===== src/vcu_cfg.svh =====
/*
 * vector control unit configuration
 * instruction width, register index width and the bit positions
 * of the vector instruction fields
 */

`ifndef VCU_CFG_SVH
`define VCU_CFG_SVH

// instruction and register index widths
`define VCU_ILEN       32
`define VCU_REG_W      5

// field widths
`define VCU_OPCODE_W   7
`define VCU_FUNCT3_W   3
`define VCU_ZIMM11_W   11

// field positions, lsb of each field
`define VCU_VD_LSB     7
`define VCU_FUNCT3_LSB 12
`define VCU_VS1_LSB    15
`define VCU_VS2_LSB    20
`define VCU_FUNCT6_LSB 26

// mask bit
`define VCU_VM_BIT     25

`endif


===== src/vcu_pkg.sv =====
/*
 * vector control unit types
 * opcodes, funct3/funct6 codes, decoded ops, unit selects and the
 * packed structs shared by the decode blocks
 */

package vcu_pkg;

  typedef enum logic [6:0] {
    OPC_OTHER = 7'b0000000,
    LOAD_FP   = 7'b0000111,
    STORE_FP  = 7'b0100111,
    VECTOR    = 7'b1010111
  } opcode_t;

  typedef enum logic [2:0] {
    OPIVV = 3'd0,
    OPMVV = 3'd2,
    OPIVI = 3'd3,
    OPIVX = 3'd4,
    OPMVX = 3'd6,
    OPCFG = 3'd7
  } vfunct3_t;

  // opi and opm codes share one space, funct3 picks the group
  typedef enum logic [5:0] {
    VADD    = 6'b000000,
    VSUB    = 6'b000010,
    VRSUB   = 6'b000011,
    VMINU   = 6'b000100,
    VMIN    = 6'b000101,
    VMAXU   = 6'b000110,
    VMAX    = 6'b000111,
    VAND    = 6'b001001,
    VOR     = 6'b001010,
    VXOR    = 6'b001011,
    VMSEQ   = 6'b011000,
    VMSNE   = 6'b011001,
    VMSLTU  = 6'b011010,
    VMSLT   = 6'b011011,
    VMSLEU  = 6'b011100,
    VMSLE   = 6'b011101,
    VMSGTU  = 6'b011110,
    VMSGT   = 6'b011111,
    VDIVU   = 6'b100000,
    VDIV    = 6'b100001,
    VREMU   = 6'b100010,
    VREM    = 6'b100011,
    VMULHU  = 6'b100100,
    VSLL    = 6'b100101,
    VMULHSU = 6'b100110,
    VMULH   = 6'b100111,
    VSRL    = 6'b101000,
    VSRA    = 6'b101001
  } vfunct6_t;

  // vmul is the opm reading of the vsll code
  localparam vfunct6_t VMUL = VSLL;

  typedef enum logic [5:0] {
    OP_VADD, OP_VSUB, OP_VRSUB, OP_VAND, OP_VOR, OP_VXOR,
    OP_VMINU, OP_VMIN, OP_VMAXU, OP_VMAX,
    OP_VMSEQ, OP_VMSNE, OP_VMSLTU, OP_VMSLT,
    OP_VMSLEU, OP_VMSLE, OP_VMSGTU, OP_VMSGT,
    OP_VSLL, OP_VSRL, OP_VSRA,
    OP_VMUL, OP_VMULH, OP_VMULHU, OP_VMULHSU,
    OP_VDIV, OP_VDIVU, OP_VREM, OP_VREMU,
    OP_BAD = 6'h3f
  } vop_t;

  typedef enum logic [2:0] {
    FU_ARITH, FU_MUL, FU_DIV, FU_LOAD, FU_STORE, FU_NONE
  } fu_type_t;

  typedef enum logic [2:0] {
    VALU_ADD, VALU_SUB, VALU_AND, VALU_OR,
    VALU_XOR, VALU_COMP, VALU_MM, VALU_SHIFT
  } valu_op_t;

  typedef enum logic [2:0] {
    VSEQ, VSNE, VSLTU, VSLT, VSLEU, VSLE, VSGTU, VSGT
  } comp_type_t;

  typedef enum logic [1:0] {MIN, MINU, MAX, MAXU} minmax_t;

  typedef enum logic [1:0] {SH_SLL, SH_SRL, SH_SRA} shift_type_t;

  typedef enum logic [1:0] {SRC_V, SRC_X, SRC_I} src_type_t;

  typedef enum logic [1:0] {NOT_CFG, VSETVLI, VSETIVLI, VSETVL} cfg_sel_t;

  typedef enum logic [2:0] {
    WIDTH8  = 3'd0,
    WIDTH16 = 3'd5,
    WIDTH32 = 3'd6
  } mem_width_t;

  typedef struct packed {
    vfunct6_t   funct6;
    logic       vm;
    logic [4:0] vs2;
    logic [4:0] vs1;
    vfunct3_t   funct3;
    logic [4:0] vd;
    opcode_t    opcode;
  } vinstr_fields_t;

  typedef struct packed {
    vop_t op;
    logic is_vopi;
    logic is_vopm;
    logic illegal;
  } vop_info_t;

  typedef struct packed {
    fu_type_t    fu_type;
    valu_op_t    aluop;
    comp_type_t  comp_type;
    minmax_t     minmax_type;
    shift_type_t shift_type;
    logic        is_signed;
    logic        mul_high;
    logic [1:0]  mul_signed;
    logic        div_quot;
    logic        div_signed;
    cfg_sel_t    cfgsel;
    logic        is_load;
    logic        is_store;
    src_type_t   rs1_type;
    src_type_t   rs2_type;
    logic [4:0]  imm_5;
    logic        sign_extend;
    logic [1:0]  wen;
    logic        de_en;
    logic        illegal;
  } vcu_ctrl_t;

  // element width carried in funct3 of a vector load/store
  function automatic logic mem_width_ok(logic [2:0] f3);
    mem_width_t w;
    w = mem_width_t'(f3);
    return (w == WIDTH8) || (w == WIDTH16) || (w == WIDTH32);
  endfunction

endpackage


===== src/vop_decoder.sv =====
/*
 * vector op decoder
 * classifies an instruction as opi or opm and maps funct6/funct3
 * to the decoded op, flagging pairings outside the kept subset
 */

`timescale 1ns/1ps

module vop_decoder import vcu_pkg::*; (
  input  vinstr_fields_t fields,
  output vop_info_t      info
);

  logic is_vopi;
  logic is_vopm;
  logic no_vv;
  logic no_vi;
  vop_t op;

  assign is_vopi = (fields.opcode == VECTOR) &&
                   ((fields.funct3 == OPIVV) || (fields.funct3 == OPIVX) ||
                    (fields.funct3 == OPIVI));
  assign is_vopm = (fields.opcode == VECTOR) &&
                   ((fields.funct3 == OPMVV) || (fields.funct3 == OPMVX));

  // category restrictions inside the opi group
  assign no_vv = (fields.funct3 != OPIVV);
  assign no_vi = (fields.funct3 != OPIVI);

  always_comb begin
    op = OP_BAD;
    if (is_vopi) begin
      case (fields.funct6)
        VADD:    op = OP_VADD;
        VSUB:    op = no_vi ? OP_VSUB : OP_BAD;
        VRSUB:   op = no_vv ? OP_VRSUB : OP_BAD;
        VMINU:   op = no_vi ? OP_VMINU : OP_BAD;
        VMIN:    op = no_vi ? OP_VMIN : OP_BAD;
        VMAXU:   op = no_vi ? OP_VMAXU : OP_BAD;
        VMAX:    op = no_vi ? OP_VMAX : OP_BAD;
        VAND:    op = OP_VAND;
        VOR:     op = OP_VOR;
        VXOR:    op = OP_VXOR;
        VMSEQ:   op = OP_VMSEQ;
        VMSNE:   op = OP_VMSNE;
        // less-than has no immediate form
        VMSLTU:  op = no_vi ? OP_VMSLTU : OP_BAD;
        VMSLT:   op = no_vi ? OP_VMSLT : OP_BAD;
        VMSLEU:  op = OP_VMSLEU;
        VMSLE:   op = OP_VMSLE;
        // greater-than has no vector-vector form
        VMSGTU:  op = no_vv ? OP_VMSGTU : OP_BAD;
        VMSGT:   op = no_vv ? OP_VMSGT : OP_BAD;
        VSLL:    op = OP_VSLL;
        VSRL:    op = OP_VSRL;
        VSRA:    op = OP_VSRA;
        default: op = OP_BAD;
      endcase
    end else if (is_vopm) begin
      // mul and div take both opmvv and opmvx
      case (fields.funct6)
        VMUL:    op = OP_VMUL;
        VMULH:   op = OP_VMULH;
        VMULHU:  op = OP_VMULHU;
        VMULHSU: op = OP_VMULHSU;
        VDIV:    op = OP_VDIV;
        VDIVU:   op = OP_VDIVU;
        VREM:    op = OP_VREM;
        VREMU:   op = OP_VREMU;
        default: op = OP_BAD;
      endcase
    end
  end

  // config, memory and foreign opcodes all land on OP_BAD here
  assign info.op      = op;
  assign info.is_vopi = is_vopi;
  assign info.is_vopm = is_vopm;
  assign info.illegal = (op == OP_BAD);

endmodule


===== src/vfu_select.sv =====
/*
 * functional unit select
 * picks the execution unit for a decoded op and derives the alu,
 * compare, min/max, shift, multiply and divide sub-controls
 */

`timescale 1ns/1ps

module vfu_select import vcu_pkg::*; (
  input  vinstr_fields_t fields,
  input  vop_info_t      info,
  output fu_type_t       fu_type,
  output valu_op_t       aluop,
  output comp_type_t     comp_type,
  output minmax_t        minmax_type,
  output shift_type_t    shift_type,
  output logic           is_signed,
  output logic           mul_high,
  output logic [1:0]     mul_signed,
  output logic           div_quot,
  output logic           div_signed
);

  logic load_ok;
  logic store_ok;

  assign load_ok  = (fields.opcode == LOAD_FP) && mem_width_ok(fields.funct3);
  assign store_ok = (fields.opcode == STORE_FP) && mem_width_ok(fields.funct3);

  always_comb begin
    case (info.op)
      OP_VMUL, OP_VMULH, OP_VMULHU, OP_VMULHSU: fu_type = FU_MUL;
      OP_VDIV, OP_VDIVU, OP_VREM, OP_VREMU:     fu_type = FU_DIV;
      OP_BAD: begin
        if (load_ok) begin
          fu_type = FU_LOAD;
        end else if (store_ok) begin
          fu_type = FU_STORE;
        end else begin
          fu_type = FU_NONE;
        end
      end
      default: fu_type = FU_ARITH;
    endcase
  end

  always_comb begin
    case (info.op)
      OP_VSUB, OP_VRSUB: aluop = VALU_SUB;
      OP_VAND:           aluop = VALU_AND;
      OP_VOR:            aluop = VALU_OR;
      OP_VXOR:           aluop = VALU_XOR;
      OP_VMSEQ, OP_VMSNE, OP_VMSLTU, OP_VMSLT,
      OP_VMSLEU, OP_VMSLE, OP_VMSGTU, OP_VMSGT: aluop = VALU_COMP;
      OP_VMINU, OP_VMIN, OP_VMAXU, OP_VMAX:     aluop = VALU_MM;
      OP_VSLL, OP_VSRL, OP_VSRA:                aluop = VALU_SHIFT;
      default:           aluop = VALU_ADD;
    endcase
  end

  always_comb begin
    case (info.op)
      OP_VMSNE:  comp_type = VSNE;
      OP_VMSLTU: comp_type = VSLTU;
      OP_VMSLT:  comp_type = VSLT;
      OP_VMSLEU: comp_type = VSLEU;
      OP_VMSLE:  comp_type = VSLE;
      OP_VMSGTU: comp_type = VSGTU;
      OP_VMSGT:  comp_type = VSGT;
      default:   comp_type = VSEQ;
    endcase
  end

  always_comb begin
    case (info.op)
      OP_VMINU: minmax_type = MINU;
      OP_VMAX:  minmax_type = MAX;
      OP_VMAXU: minmax_type = MAXU;
      default:  minmax_type = MIN;
    endcase
  end

  always_comb begin
    case (info.op)
      OP_VSRL: shift_type = SH_SRL;
      OP_VSRA: shift_type = SH_SRA;
      default: shift_type = SH_SLL;
    endcase
  end

  always_comb begin
    case (info.op)
      OP_VADD, OP_VSUB, OP_VRSUB, OP_VMIN, OP_VMAX,
      OP_VMSLT, OP_VMSLE, OP_VMSGT, OP_VSRA,
      OP_VMUL, OP_VMULH, OP_VMULHSU, OP_VDIV, OP_VREM: is_signed = 1'b1;
      default: is_signed = 1'b0;
    endcase
  end

  // multiplier: {rs2 signed, rs1 signed}
  assign mul_high = (info.op == OP_VMULH) || (info.op == OP_VMULHU) ||
                    (info.op == OP_VMULHSU);
  assign mul_signed = ((info.op == OP_VMUL) || (info.op == OP_VMULH)) ? 2'b11 :
                      (info.op == OP_VMULHSU) ? 2'b10 : 2'b00;

  // divider: quotient versus remainder
  assign div_quot   = (info.op == OP_VDIV) || (info.op == OP_VDIVU);
  assign div_signed = (info.op == OP_VDIV) || (info.op == OP_VREM);

endmodule


===== src/voperand_ctrl.sv =====
/*
 * operand and register controls
 * config select, load/store detection, operand source types,
 * immediate handling, write enable and unit dispatch enable
 */

`timescale 1ns/1ps

module voperand_ctrl import vcu_pkg::*; (
  input  vinstr_fields_t fields,
  input  vop_info_t      info,
  output cfg_sel_t       cfgsel,
  output logic           is_load,
  output logic           is_store,
  output src_type_t      rs1_type,
  output src_type_t      rs2_type,
  output logic [4:0]     imm_5,
  output logic           sign_extend,
  output logic [1:0]     wen,
  output logic           de_en
);

  localparam logic [1:0] MOP_STRIDED = 2'b10;

  logic is_cfg;
  logic vec_ok;
  logic mem_op;

  assign is_cfg = (fields.opcode == VECTOR) && (fields.funct3 == OPCFG);

  // funct6[5:4] holds instr[31:30]
  always_comb begin
    cfgsel = NOT_CFG;
    if (is_cfg) begin
      if (!fields.funct6[5]) begin
        cfgsel = VSETVLI;
      end else if (fields.funct6[4]) begin
        cfgsel = VSETIVLI;
      end else begin
        cfgsel = VSETVL;
      end
    end
  end

  assign is_load  = (fields.opcode == LOAD_FP) && mem_width_ok(fields.funct3);
  assign is_store = (fields.opcode == STORE_FP) && mem_width_ok(fields.funct3);
  assign mem_op   = is_load || is_store;

  // a legal opi/opm op, never a config op
  assign vec_ok = (info.is_vopi || info.is_vopm) && !info.illegal;

  // scalar rs1 for memory base, .vx forms, vsetvli and vsetvl
  always_comb begin
    if (mem_op || (cfgsel == VSETVLI) || (cfgsel == VSETVL) ||
        ((fields.opcode == VECTOR) &&
         ((fields.funct3 == OPIVX) || (fields.funct3 == OPMVX)))) begin
      rs1_type = SRC_X;
    end else if (((fields.opcode == VECTOR) && (fields.funct3 == OPIVI)) ||
                 (cfgsel == VSETIVLI)) begin
      rs1_type = SRC_I;
    end else begin
      rs1_type = SRC_V;
    end
  end

  // mop lives in instr[27:26]; strided access takes the stride from rs2
  assign rs2_type = (mem_op && (fields.funct6[1:0] == MOP_STRIDED)) ? SRC_X : SRC_V;

  assign imm_5 = fields.vs1;

  // shift amounts and the vsetivli avl are unsigned
  assign sign_extend = !((info.op == OP_VSLL) || (info.op == OP_VSRL) ||
                         (info.op == OP_VSRA) || (cfgsel == VSETIVLI));

  assign wen   = (is_load || vec_ok) ? 2'b11 : 2'b00;
  assign de_en = vec_ok;

endmodule


===== src/vector_control_unit.sv =====
/*
 * vector control unit
 * splits the instruction into fields, runs the three decoders
 * and registers the packed control word one cycle later
 */

`timescale 1ns/1ps

`include "vcu_cfg.svh"

module vector_control_unit import vcu_pkg::*; (
  input  logic                     CLK,
  input  logic                     arst_n,
  input  logic [`VCU_ILEN-1:0]     instr,
  input  logic                     instr_valid,
  output vcu_ctrl_t                ctrl,
  output logic                     ctrl_valid,
  output logic [`VCU_ZIMM11_W-1:0] zimm_11
);

  vinstr_fields_t fields;
  vop_info_t      info;
  vcu_ctrl_t      ctrl_d;
  logic [1:0]     wen_raw;
  logic           de_en_raw;

  assign fields.funct6 = vfunct6_t'(instr[`VCU_ILEN-1:`VCU_FUNCT6_LSB]);
  assign fields.vm     = instr[`VCU_VM_BIT];
  assign fields.vs2    = instr[`VCU_VS2_LSB +: `VCU_REG_W];
  assign fields.vs1    = instr[`VCU_VS1_LSB +: `VCU_REG_W];
  assign fields.funct3 = vfunct3_t'(instr[`VCU_FUNCT3_LSB +: `VCU_FUNCT3_W]);
  assign fields.vd     = instr[`VCU_VD_LSB +: `VCU_REG_W];
  assign fields.opcode = opcode_t'(instr[`VCU_OPCODE_W-1:0]);

  vop_decoder u_vop_decoder (
    .fields (fields),
    .info   (info)
  );

  vfu_select u_vfu_select (
    .fields      (fields),
    .info        (info),
    .fu_type     (ctrl_d.fu_type),
    .aluop       (ctrl_d.aluop),
    .comp_type   (ctrl_d.comp_type),
    .minmax_type (ctrl_d.minmax_type),
    .shift_type  (ctrl_d.shift_type),
    .is_signed   (ctrl_d.is_signed),
    .mul_high    (ctrl_d.mul_high),
    .mul_signed  (ctrl_d.mul_signed),
    .div_quot    (ctrl_d.div_quot),
    .div_signed  (ctrl_d.div_signed)
  );

  voperand_ctrl u_voperand_ctrl (
    .fields      (fields),
    .info        (info),
    .cfgsel      (ctrl_d.cfgsel),
    .is_load     (ctrl_d.is_load),
    .is_store    (ctrl_d.is_store),
    .rs1_type    (ctrl_d.rs1_type),
    .rs2_type    (ctrl_d.rs2_type),
    .imm_5       (ctrl_d.imm_5),
    .sign_extend (ctrl_d.sign_extend),
    .wen         (wen_raw),
    .de_en       (de_en_raw)
  );

  // no register write or dispatch from an empty slot
  assign ctrl_d.wen   = instr_valid ? wen_raw : 2'b00;
  assign ctrl_d.de_en = instr_valid && de_en_raw;

  // memory and config ops are legal even though the op decoder rejects them
  assign ctrl_d.illegal = info.illegal && !ctrl_d.is_load && !ctrl_d.is_store &&
                          (ctrl_d.cfgsel == NOT_CFG);

  always_ff @(posedge CLK or negedge arst_n) begin
    if (!arst_n) begin
      ctrl         <= '0;
      ctrl.fu_type <= FU_NONE;
      ctrl_valid   <= 1'b0;
    end else begin
      ctrl       <= ctrl_d;
      ctrl_valid <= instr_valid;
    end
  end

  // zimm[10:0] of vsetvli, instr[30:20]
  always_ff @(posedge CLK) begin
    zimm_11 <= instr[`VCU_VS2_LSB +: `VCU_ZIMM11_W];
  end

endmodule


===== config.mk =====
export PLATFORM = sky130hd
export DESIGN_NAME = vector_control_unit
export DESIGN_NICKNAME = d
export VERILOG_FILES = /design/src/vcu_pkg.sv /design/src/vop_decoder.sv /design/src/vfu_select.sv /design/src/voperand_ctrl.sv /design/src/vector_control_unit.sv
export VERILOG_INCLUDE_DIRS = /design/src /design/src/src
export SDC_FILE = /design/constraint.sdc
export NUM_CORES = 1
export LEC_CHECK = 0
export ABC_AREA = 1
export BUFFER_PORTS_ARGS = -buffer_cell sky130_fd_sc_hd__buf_4
export CORE_UTILIZATION = 40
export DETAILED_ROUTE_END_ITERATION = 7
export RECOVER_POWER = 25
export SLEW_MARGIN = 10
export SYNTH_ARGS = -nofsm -noshare
export SYNTH_HDL_FRONTEND = slang
export SYNTH_SLANG_ARGS = --single-unit
export TNS_END_PERCENT = 10

===== constraint.sdc =====
create_clock -name CLK -period 1.1 [get_ports CLK]
set_input_delay 0 -clock CLK [delete_from_list [all_inputs] [get_ports CLK]]
set_output_delay 0 -clock CLK [all_outputs]
set_load 0.1 [all_outputs]

==> impl_metrics.env, run 1 <==
export IMPL_io_pins=84
export IMPL_fin_setup_tns_ns=-11.32
export IMPL_ant_nets=0
export IMPL_cts_buffers_inserted=5
export IMPL_syn_inst=372
export IMPL_grt_overflow=0
export IMPL_cts_max_path_buffers=2
export IMPL_rsz0062_at_grt="true"
export IMPL_critical_path_most_common_cell="nand2_2"
export IMPL_hpwlAfterDp_um=6420
export IMPL_viasPerCell=5.03
export IMPL_max_stage_delay_ns=0.21
export IMPL_drive_gt1_frac=0.565
export IMPL_yosys_register_bits=47
export IMPL_cp_data_required_time_ns=1.34
export IMPL_peakVddDrop_uv=426
export IMPL_track_usage=0.270
export IMPL_clock_sinks=47
export IMPL_finalInstanceArea_mm2=0.00506
export IMPL_vias=3279
export IMPL_path_clk_slew_ns=0.09
export IMPL_antenna_found_initial=0
export IMPL_power_density_mw_per_mm2=813
export IMPL_final_fill_count=438
export IMPL_syn2layout_area_growth_pct=86.0
export IMPL_drv_cap=0
export IMPL_cts_tree="done"
export IMPL_root_buffer="clkbuf_8"
export IMPL_setup_ws_ns=-0.625
export IMPL_diodes=0
export IMPL_layout_nets=617
export IMPL_yosys_warnings=0
export IMPL_period_minus_slack_ns=1.73
export IMPL_violations="DRC, setup timing"
export IMPL_drt_wirelength_per_cell_um=14.7
export IMPL_finalCritPeriodShare=1.57
export IMPL_grt_start_max_net_pins=37
export IMPL_finalHoldViolCount=0
export IMPL_cp_slowest_cell="o211ai_1"
export IMPL_avgSynthCellArea_um2=7.32
export IMPL_crit_chain="buf_8, inv_4, nand2_2, nor2_2, nand2_1, nand2_1, nor2_2, buf_4, nand3_2, nand3_1, nand2_2, inv_4, ha_4, o211ai_1, buf_4, o21ai_4, inv_2, nand2_2"
export IMPL_start_util=0.421
export IMPL_finalMaxSlewViolations=0
export IMPL_routed_wl_um=9610
export IMPL_end_kind="flop"
export IMPL_crit_family="simple AND/OR/NAND/NOR gates"
export IMPL_synthesis_area_mm2=0.00272
export IMPL_placed_area_mm2=0.00406
export IMPL_crit_arrival_ns=1.97
export IMPL_place_congestion=0.937
export IMPL_io_buffers=77
export IMPL_status="complete, but fails checks"
export IMPL_num_rows=29
export IMPL_start_kind="primary input"
export IMPL_hold_class="primary input to flop"
export IMPL_fp_dieH_um=84.5
export IMPL_seq_area_frac_synth=0.413
export IMPL_drt_iter0_markers=212
export IMPL_dr_pass1_iters=8
export IMPL_critPathKind="primary input to flop"
export IMPL_p_leak_nw=2.70
export IMPL_grt_pass1_vias=3296
export IMPL_h_tree_depth=2
export IMPL_die_w_um=84.5
export IMPL_drc=9
export IMPL_core_area_mm2=0.00646
export IMPL_ys_types=34
export IMPL_synth_nets=415
export IMPL_dieArea_mm2=0.00714
export IMPL_relSlewSlack=0.434
export IMPL_setup_viol=23
export IMPL_path_buf_inv=6
export IMPL_worst_slew_pin_slew_ns=0.848
export IMPL_cp_max_fo=7
export IMPL_grt_first_pass_wirelength_um=15300
export IMPL_timing_fmax_mhz=580
## layout by cell type, fill, tap and decap left out, types with 3 or more instances in the layout
| master | count |
|---|---|
| ha_4 | 4 |
| o211ai_1 | 5 |
| dfrtp_1 | 34 |
| inv_1 | 30 |
| o21ai_2 | 3 |
| buf_6 | 11 |
| nand3_1 | 28 |
| nand3_2 | 15 |
| dlygate4sd3_1 | 18 |
| nand2_4 | 15 |
| dfxtp_1 | 11 |
| buf_4 | 150 |
| buf_12 | 3 |
| nor2_4 | 18 |
| nand2_2 | 21 |
| nand2_1 | 49 |
| nor2_2 | 21 |
| o21ai_1 | 3 |
| nor3_1 | 6 |
| nor2_1 | 38 |
| clkbuf_8 | 5 |
| clkbuf_4 | 11 |
| a21oi_1 | 5 |
| ha_1 | 4 |
| inv_2 | 17 |
| nand4_1 | 8 |
| buf_8 | 4 |
| inv_4 | 7 |
| nand3_4 | 5 |
## tightest hold or removal path, stage by stage
cell	delay, ns
buf_4	0.09
nor2_1	0.04
o21ai_2	0.07
nor3_1	0.07
## metrics by stage
step / utilization / total power [W] / cells / hold WS, ns / setup slack, ns
3_3_place_gp: 0.629 / 0.00262 / 602 / -0.0290 / -1.22
4_1_cts: 0.755 / 0.00408 / 648 / 0.0466 / -0.485
5_1_grt: 0.784 / 0.00426 / 652 / 0.0330 / -0.724
2_1_floorplan: - / 0.00225 / 372 / -0.296 / -0.607
6_report: 0.784 / 0.00412 / 652 / 0.0285 / -0.625
3_5_place_dp: 0.629 / 0.00262 / 602 / -0.0261 / -1.17
## kinds of logic (layout without fill, tap and decap cells)
kind of cell | after synthesis | in the layout | synth area share
other | 1 | 1 | 0.00138
buffers and inverters | 60 | 262 | 0.0924
AND/OR/NAND/NOR | 231 | 232 | 0.398
flip-flops | 47 | 47 | 0.413
adder cells (fa/ha/maj) | 8 | 8 | 0.0368
AO/OA/AOI/OAI | 25 | 25 | 0.0589
## final cells by class
cell class | count | area (um^2) | area share
Multi-Input combinational cell | 266 | 1850 | 0.365
Timing Repair Buffer | 199 | 1640 | 0.324
Sequential cell | 47 | 1120 | 0.222
Inverter | 55 | 236 | 0.0467
Tap cell | 77 | 96.3 | 0.0190
Clock buffer | 5 | 68.8 | 0.0136
Clock inverter | 3 | 46.3 | 0.00914
## routing by layer
metal,global-route usage,routed length [um],vias to the layer above
met5,0,0,-
li1,-,-,1587
met3,0.0452,588,28
met1,0.341,4040,1527
met2,0.455,4700,137
met4,0.122,285,0
## sequential cells by signal, summed over array words and instances (netlist names)
register	cells
zimm_11	11
ctrl	35
ctrl_valid	1
## power breakdown
group          leakage [nW]  switching, W  internal (W)
Sequential            0.565    0.00000872       0.00176
Clock                0.0548      0.000603      0.000685
Combinational          2.08      0.000656      0.000411
## path summary, 6_finish.rpt
kind / startpoint / to / slack (ns) / cells past startpoint
max: instr[27] / ctrl[34] / -0.63 / 18
min: instr[6] / ctrl[14] / 0.03 / 4
max in group asynchronous: arst_n / ctrl[17] / 0.23 / 2
min in group asynchronous: arst_n / ctrl[21] / 0.35 / 2
## synth_stat cells
| master | count | area [um^2] |
|---|---|---|
| o21ai_2 | 2 | 17.5 |
| nand3b_1 | 1 | 7.51 |
| o221ai_1 | 1 | 8.76 |
| nand2_2 | 6 | 37.5 |
| a21oi_1 | 6 | 30.0 |
| nand2_4 | 2 | 22.5 |
| nor3_1 | 9 | 45.0 |
| nand3_1 | 46 | 230 |
| inv_1 | 47 | 176 |
| a311o_1 | 1 | 10.0 |
| o21ai_1 | 4 | 20.0 |
| nor3_2 | 1 | 10.0 |
| and3_1 | 1 | 6.26 |
| nor2_4 | 3 | 33.8 |
| dfstp_2 | 2 | 52.6 |
| dfxtp_1 | 11 | 220 |
| o21a_1 | 1 | 7.51 |
| buf_6 | 2 | 22.5 |
| ha_1 | 8 | 100 |
| nor2_1 | 61 | 229 |
| o22ai_1 | 1 | 6.26 |
| conb_1 | 1 | 3.75 |
| nand3_2 | 2 | 20.0 |
| o31ai_1 | 1 | 7.51 |
| nand2_1 | 77 | 289 |
| nand3b_4 | 1 | 20.0 |
| nor2_2 | 12 | 75.1 |
| and2_1 | 1 | 6.26 |
| o21ai_0 | 3 | 15.0 |
| nand4_1 | 8 | 50.1 |
| inv_2 | 8 | 30.0 |
| buf_4 | 3 | 22.5 |
| dfrtp_1 | 34 | 851 |
| o211ai_1 | 5 | 37.5 |
## timing repair
item                                    in CTS  in global routing
cloned                                       1                  0
hold buffers                                18                  0
setup buffers                               19                  4
endpoints found under the setup margin      26                 24
hold endpoints to repair                    55                  0
resized for setup                          102                 43
pin swaps                                   49                 22
(Power assumes the default switching activity.)
==> run 2, diff against run 1 <==
--- a/config.mk
+++ b/config.mk
@@ -10,6 +10,7 @@
 export BUFFER_PORTS_ARGS = -buffer_cell sky130_fd_sc_hd__buf_4
 export CORE_UTILIZATION = 40
 export DETAILED_ROUTE_END_ITERATION = 7
+export MAX_ROUTING_LAYER = met4
 export RECOVER_POWER = 25
 export SLEW_MARGIN = 10
 export SYNTH_ARGS = -nofsm -noshare
==> run 2 against run 1 <==
Against the previous run: the run still ends with DRC, setup timing left; cell count down 0.77%; critical path depth is 5 lower; setup slack better by 0.037 ns; clock-buffer cell count is the same; routed wire length decreased by 0.68%; fmax up 2.2%; global-route usage decreased by 1.2 points; first-iteration DRC count shrank 2.8%; clock power about the same; critical path type unchanged; largest cell class unchanged.
==> impl_metrics.env, run 2 (synthesis gave the netlist of run 1 again) <==
export IMPL_io_buffers=77
export IMPL_dr_pass1_iters=7
export IMPL_fp_dieH_um=84.5
export IMPL_drive_gt1_frac=0.546
export IMPL_mostFrequentLayoutCell="buf_4"
export IMPL_top_register="ctrl"
export IMPL_core_area_mm2=0.00646
export IMPL_cp_slowest_cell="nor2_4"
export IMPL_viasPerCell=5.09
export IMPL_cts_max_path_buffers=2
export IMPL_timing_fmax_mhz=592
export IMPL_wl_met1_um=4020
export IMPL_grt_start_max_net_pins=37
export IMPL_layout_nets=612
export IMPL_start_util=0.421
export IMPL_power_w=0.00408
export IMPL_track_usage=0.259
export IMPL_drc=9
export IMPL_cts_buffers_inserted=5
export IMPL_end_kind="flop"
export IMPL_routed_wl_um=9540
export IMPL_dr_wl_met3_um=646
export IMPL_vias=3294
export IMPL_setup_viol=23
export IMPL_fin_setup_tns_ns=-11.29
export IMPL_setup_ws_ns=-0.588
export IMPL_largest_register_ffs=35
export IMPL_grt_overflow=0
export IMPL_io_pins=84
export IMPL_cp_data_required_time_ns=1.28
export IMPL_cts_tree="done"
export IMPL_die_w_um=84.5
export IMPL_grt_first_pass_wirelength_um=14400
export IMPL_reg_largest_list="ctrl: 35 flops, zimm_11: 11 flops, ctrl_valid: 1 flops"
export IMPL_power_density_mw_per_mm2=815
export IMPL_root_buffer="clkbuf_8"
export IMPL_num_rows=29
export IMPL_path_clk_slew_ns=0.10
export IMPL_cp_max_fo=7
export IMPL_status="complete, but fails checks"
export IMPL_finalCritPeriodShare=1.53
export IMPL_peakVddDrop_uv=414
export IMPL_syn2layout_area_growth_pct=84.0
export IMPL_hpwlAfterDp_um=6360
export IMPL_start_kind="primary input"
export IMPL_rsz0062_at_grt="true"
export IMPL_hold_class="primary input to flop"
export IMPL_clock_sinks=47
export IMPL_diodes=0
export IMPL_critPathKind="primary input to flop"
export IMPL_final_fill_count=457
export IMPL_antenna_found_initial=0
export IMPL_finalMaxSlewViolations=0
export IMPL_place_congestion=1.02
export IMPL_h_tree_depth=2
export IMPL_grt_pass1_vias=3050
export IMPL_ant_nets=0
export IMPL_crit_chain="buf_12, nor2_4, buf_6, nand4_1, nand2_1, nor2_1, nand2_1, nor3_4, nor2_4, inv_4, ha_4, o211ai_1, nand3_1"
export IMPL_dieArea_mm2=0.00714
export IMPL_drv_cap=0
export IMPL_max_stage_delay_ns=0.26
export IMPL_drt_wirelength_per_cell_um=14.7
export IMPL_violations="DRC, setup timing"
export IMPL_drt_iter0_markers=206
export IMPL_dr_max_layer_used="met4"
export IMPL_p_leak_nw=2.65
export IMPL_final_cell_mix="buf_4, nand2_1, nor2_1, dfrtp_1, inv_1"
export IMPL_period_minus_slack_ns=1.69
export IMPL_dpl_cell_count=598
export IMPL_finalHoldViolCount=0
export IMPL_instances_no_fill=647
export IMPL_dr_wl_met2_um=4570
export IMPL_crit_arrival_ns=1.86
run 2: path summary, 6_finish.rpt:
kind	start	end	cells after the start
setup / recovery	instr[31]	ctrl[35]	13
hold / removal	instr[5]	ctrl[15]	3
max in group asynchronous	arst_n	ctrl[36]	2
min in group asynchronous	arst_n	ctrl[22]	2
run 2: power by group:
group / switching, W / total, W / internal, W
clock network: 0.000602 / 0.00129 / 0.000685
registers: 0.00000915 / 0.00176 / 0.00176
logic: 0.000635 / 0.00103 / 0.000392
total: 0.00125 / 0.00408 / 0.00283
run 2: stage by stage:
stage                      util  hold slack [ns]  worst slack (ns)  cell area [um^2]
after floorplan               -           -0.296            -0.607              2810
after global placement    0.623          -0.0271             -1.11              4020
after detailed placement  0.623          -0.0197             -1.11              4020
after CTS                 0.731           0.0177            -0.458              4720
after global routing      0.775           0.0285            -0.698              5010
final                     0.775           0.0227            -0.588              5010
run 2: timing repair:
item | 4_1_cts | 5_1_grt
setup buffers | 13 | 9
gates cloned | 1 | 0
resized for setup | 88 | 53
pin swaps | 31 | 35
endpoints found under the setup margin | 26 | 23
hold buffers | 18 | 0
hold endpoints to repair | 55 | 0
run 2: worst max-delay path: cells and delay by family:
kind / cells / cell delay (ns)
compound gates: 1 / 0.26
buf+inv: 3 / 0.35
simple gates: 8 / 1.08
fa+ha+maj: 1 / 0.18
run 2: layout make-up:
class                   instances  area (um^2)  share of cell area
flip-flops and latches         47         1120               0.224
repair buffers                194         1620               0.323
clock inverters                 3         46.3             0.00925
well taps                      77         96.3              0.0192
inverters                      55          246              0.0492
multi-input cells             266         1810               0.361
clock buffers                   5         68.8              0.0137
run 2: metal layers:
metal	GRT usage	vias to the layer above
met5	-	-
met4	0.0878	0
met3	0.0246	32
met2	0.423	152
met1	0.337	1534
li1	-	1576
==> run 3, diff against run 2 <==
==> constraint.sdc (replaced) <==
create_clock -name CLK -period 2 [get_ports CLK]
set_input_delay 0 -clock CLK [delete_from_list [all_inputs] [get_ports CLK]]
set_output_delay 0 -clock CLK [all_outputs]
set_load 0.1 [all_outputs]
==> run 3 against run 2 <==
Against the previous run: the run ends with DRC left; via count decreased by 10%; worst hold slack improved by 0.020 ns; core utilization decreased by 12 points; flip-flop and latch count unchanged; critical path depth increased by 5; sequential share of layout area increased by 4.3 points; global-route usage decreased by 2.6 points; routed wire length decreased by 19%; clock power decreased by 44%; setup slack improved by 0.74 ns; cell area decreased by 16%; first-iteration DRC count decreased by 22%; critical path type unchanged; critical endpoint is now ctrl[30]; highest routed layer unchanged.
==> impl_metrics.env, run 3 (synthesis gave the netlist of run 1 again) <==
export IMPL_status="complete, but fails checks"
export IMPL_violations="DRC"
export IMPL_cts_setup_buffers=0
export IMPL_largest_register_ffs=35
export IMPL_power_w=0.00214
export IMPL_diodes=0
export IMPL_track_usage=0.233
export IMPL_cts_max_path_buffers=2
export IMPL_wl_met1_um=3570
export IMPL_path_clk_slew_ns=0.09
export IMPL_clock_sinks=47
export IMPL_rsz0062_at_grt="false"
export IMPL_grt_overflow=0
export IMPL_reg_largest_list="ctrl: 35 flops, zimm_11: 11 flops, ctrl_valid: 1 flops"
export IMPL_finalHoldViolCount=0
export IMPL_placed_area_mm2=0.00385
export IMPL_grt_start_max_net_pins=37
export IMPL_fp_dieH_um=84.5
export IMPL_io_pins=84
export IMPL_hold_class="primary input to flop"
export IMPL_grt_pass1_vias=2826
export IMPL_top_register="ctrl"
export IMPL_relSlewSlack=0.427
export IMPL_dr_wl_met3_um=524
export IMPL_ant_nets=0
export IMPL_finalCritPeriodShare=0.923
export IMPL_cp_data_required_time_ns=2.19
export IMPL_layout_nets=577
export IMPL_antenna_found_initial=0
export IMPL_critPathKind="primary input to flop"
export IMPL_setup_viol=0
export IMPL_h_tree_depth=2
export IMPL_finalInstanceArea_mm2=0.00421
export IMPL_mostFrequentLayoutCell="buf_4"
export IMPL_final_cell_mix="buf_4, nand2_1, nor2_1, inv_1, nand3_1"
export IMPL_end_kind="flop"
export IMPL_drc=9
export IMPL_worst_slew_pin_slew_ns=0.860
export IMPL_power_density_mw_per_mm2=508
export IMPL_drive_gt1_frac=0.364
export IMPL_start_util=0.421
export IMPL_drt_wirelength_per_cell_um=12.6
export IMPL_viasPerCell=4.83
export IMPL_io_buffers=77
export IMPL_start_kind="primary input"
export IMPL_p_leak_nw=2.38
export IMPL_period_minus_slack_ns=1.85
export IMPL_die_w_um=84.5
export IMPL_peakVddDrop_uv=296
export IMPL_dr_wl_met2_um=3470
export IMPL_routed_wl_um=7680
export IMPL_fin_util=0.651
export IMPL_drt_iter0_markers=160
export IMPL_core_area_mm2=0.00646
export IMPL_timing_fmax_mhz=542
export IMPL_dr_max_layer_used="met4"
export IMPL_finalMaxSlewViolations=0
export IMPL_grt_first_pass_wirelength_um=12900
export IMPL_root_buffer="clkbuf_8"
export IMPL_place_congestion=0.992
export IMPL_cp_max_fo=7
export IMPL_crit_arrival_ns=2.03
export IMPL_vias=2956
export IMPL_cts_buffers_inserted=5
export IMPL_cts_tree="done"
export IMPL_syn2layout_area_growth_pct=54.6
export IMPL_dieArea_mm2=0.00714
export IMPL_dr_pass1_iters=7
export IMPL_drv_cap=0
export IMPL_hpwlAfterDp_um=6040
export IMPL_num_rows=29
==> run 3: worst paths after layout <==
path | from | end | cells past startpoint
worst max-delay path | instr[31] | ctrl[30] | 18
worst min-delay path | instr[31] | ctrl[17] | 4
min in group asynchronous | arst_n | ctrl[21] | 2
max in group asynchronous | arst_n | ctrl[17] | 2
==> run 3: worst max-delay path, cell delays in order <==
cell and delay (ns):
buf_4 0.13, inv_2 0.06, nor2_2 0.03, buf_4 0.15, buf_4 0.12, nand2_1 0.07, nand2_1 0.06, nor2_2 0.15
nand2_1 0.13, nor2_4 0.12, nor3_2 0.05, nor2_2 0.19, inv_1 0.11, ha_1 0.24, inv_2 0.10, nor2_4 0.06
o21ai_1 0.17, o21ai_1 0.11
==> run 3: timing repair <==
item	CTS	global route
endpoints found under the hold margin	57	0
hold buffers	20	0
setup endpoints to repair	0	20
resized for setup	0	14
==> run 3: area by class of cell <==
| class | count | area (um^2) |
|---|---|---|
| fillers | 572 | 2250 |
| multi-input cells | 265 | 1400 |
| repair buffers | 160 | 1270 |
| flip-flops and latches | 47 | 1120 |
| inverters | 55 | 206 |
| well taps | 77 | 96.3 |
| clock buffers | 5 | 68.8 |
| clock inverters | 3 | 46.3 |
==> run 3: metrics by stage <==
step	TNS [ns]	hold WS [ns]	worst slack, ns	std cells
final	0	0.0426	0.155	612
after global routing	0	0.0613	0.000479	612
after CTS	0	0.0382	0.0806	612
after detailed placement	-2.94	-0.0188	-0.227	584
after global placement	-1.62	-0.0268	-0.146	584
after floorplan	0	-0.296	0.129	372
==> run 3: per-layer routing <==
layer | track usage | vias up
li1 | - | 1500
met1 | 0.306 | 1333
met2 | 0.373 | 111
met3 | 0.0403 | 12
met4 | 0.0601 | 0
met5 | - | -
==> run 3: power breakdown <==
part           leakage [nW]  switching (W)  internal, W
sequential            0.565     0.00000475     0.000965
combinational          1.76       0.000293     0.000156
clock                0.0548       0.000343     0.000377
total                  2.38       0.000641      0.00150
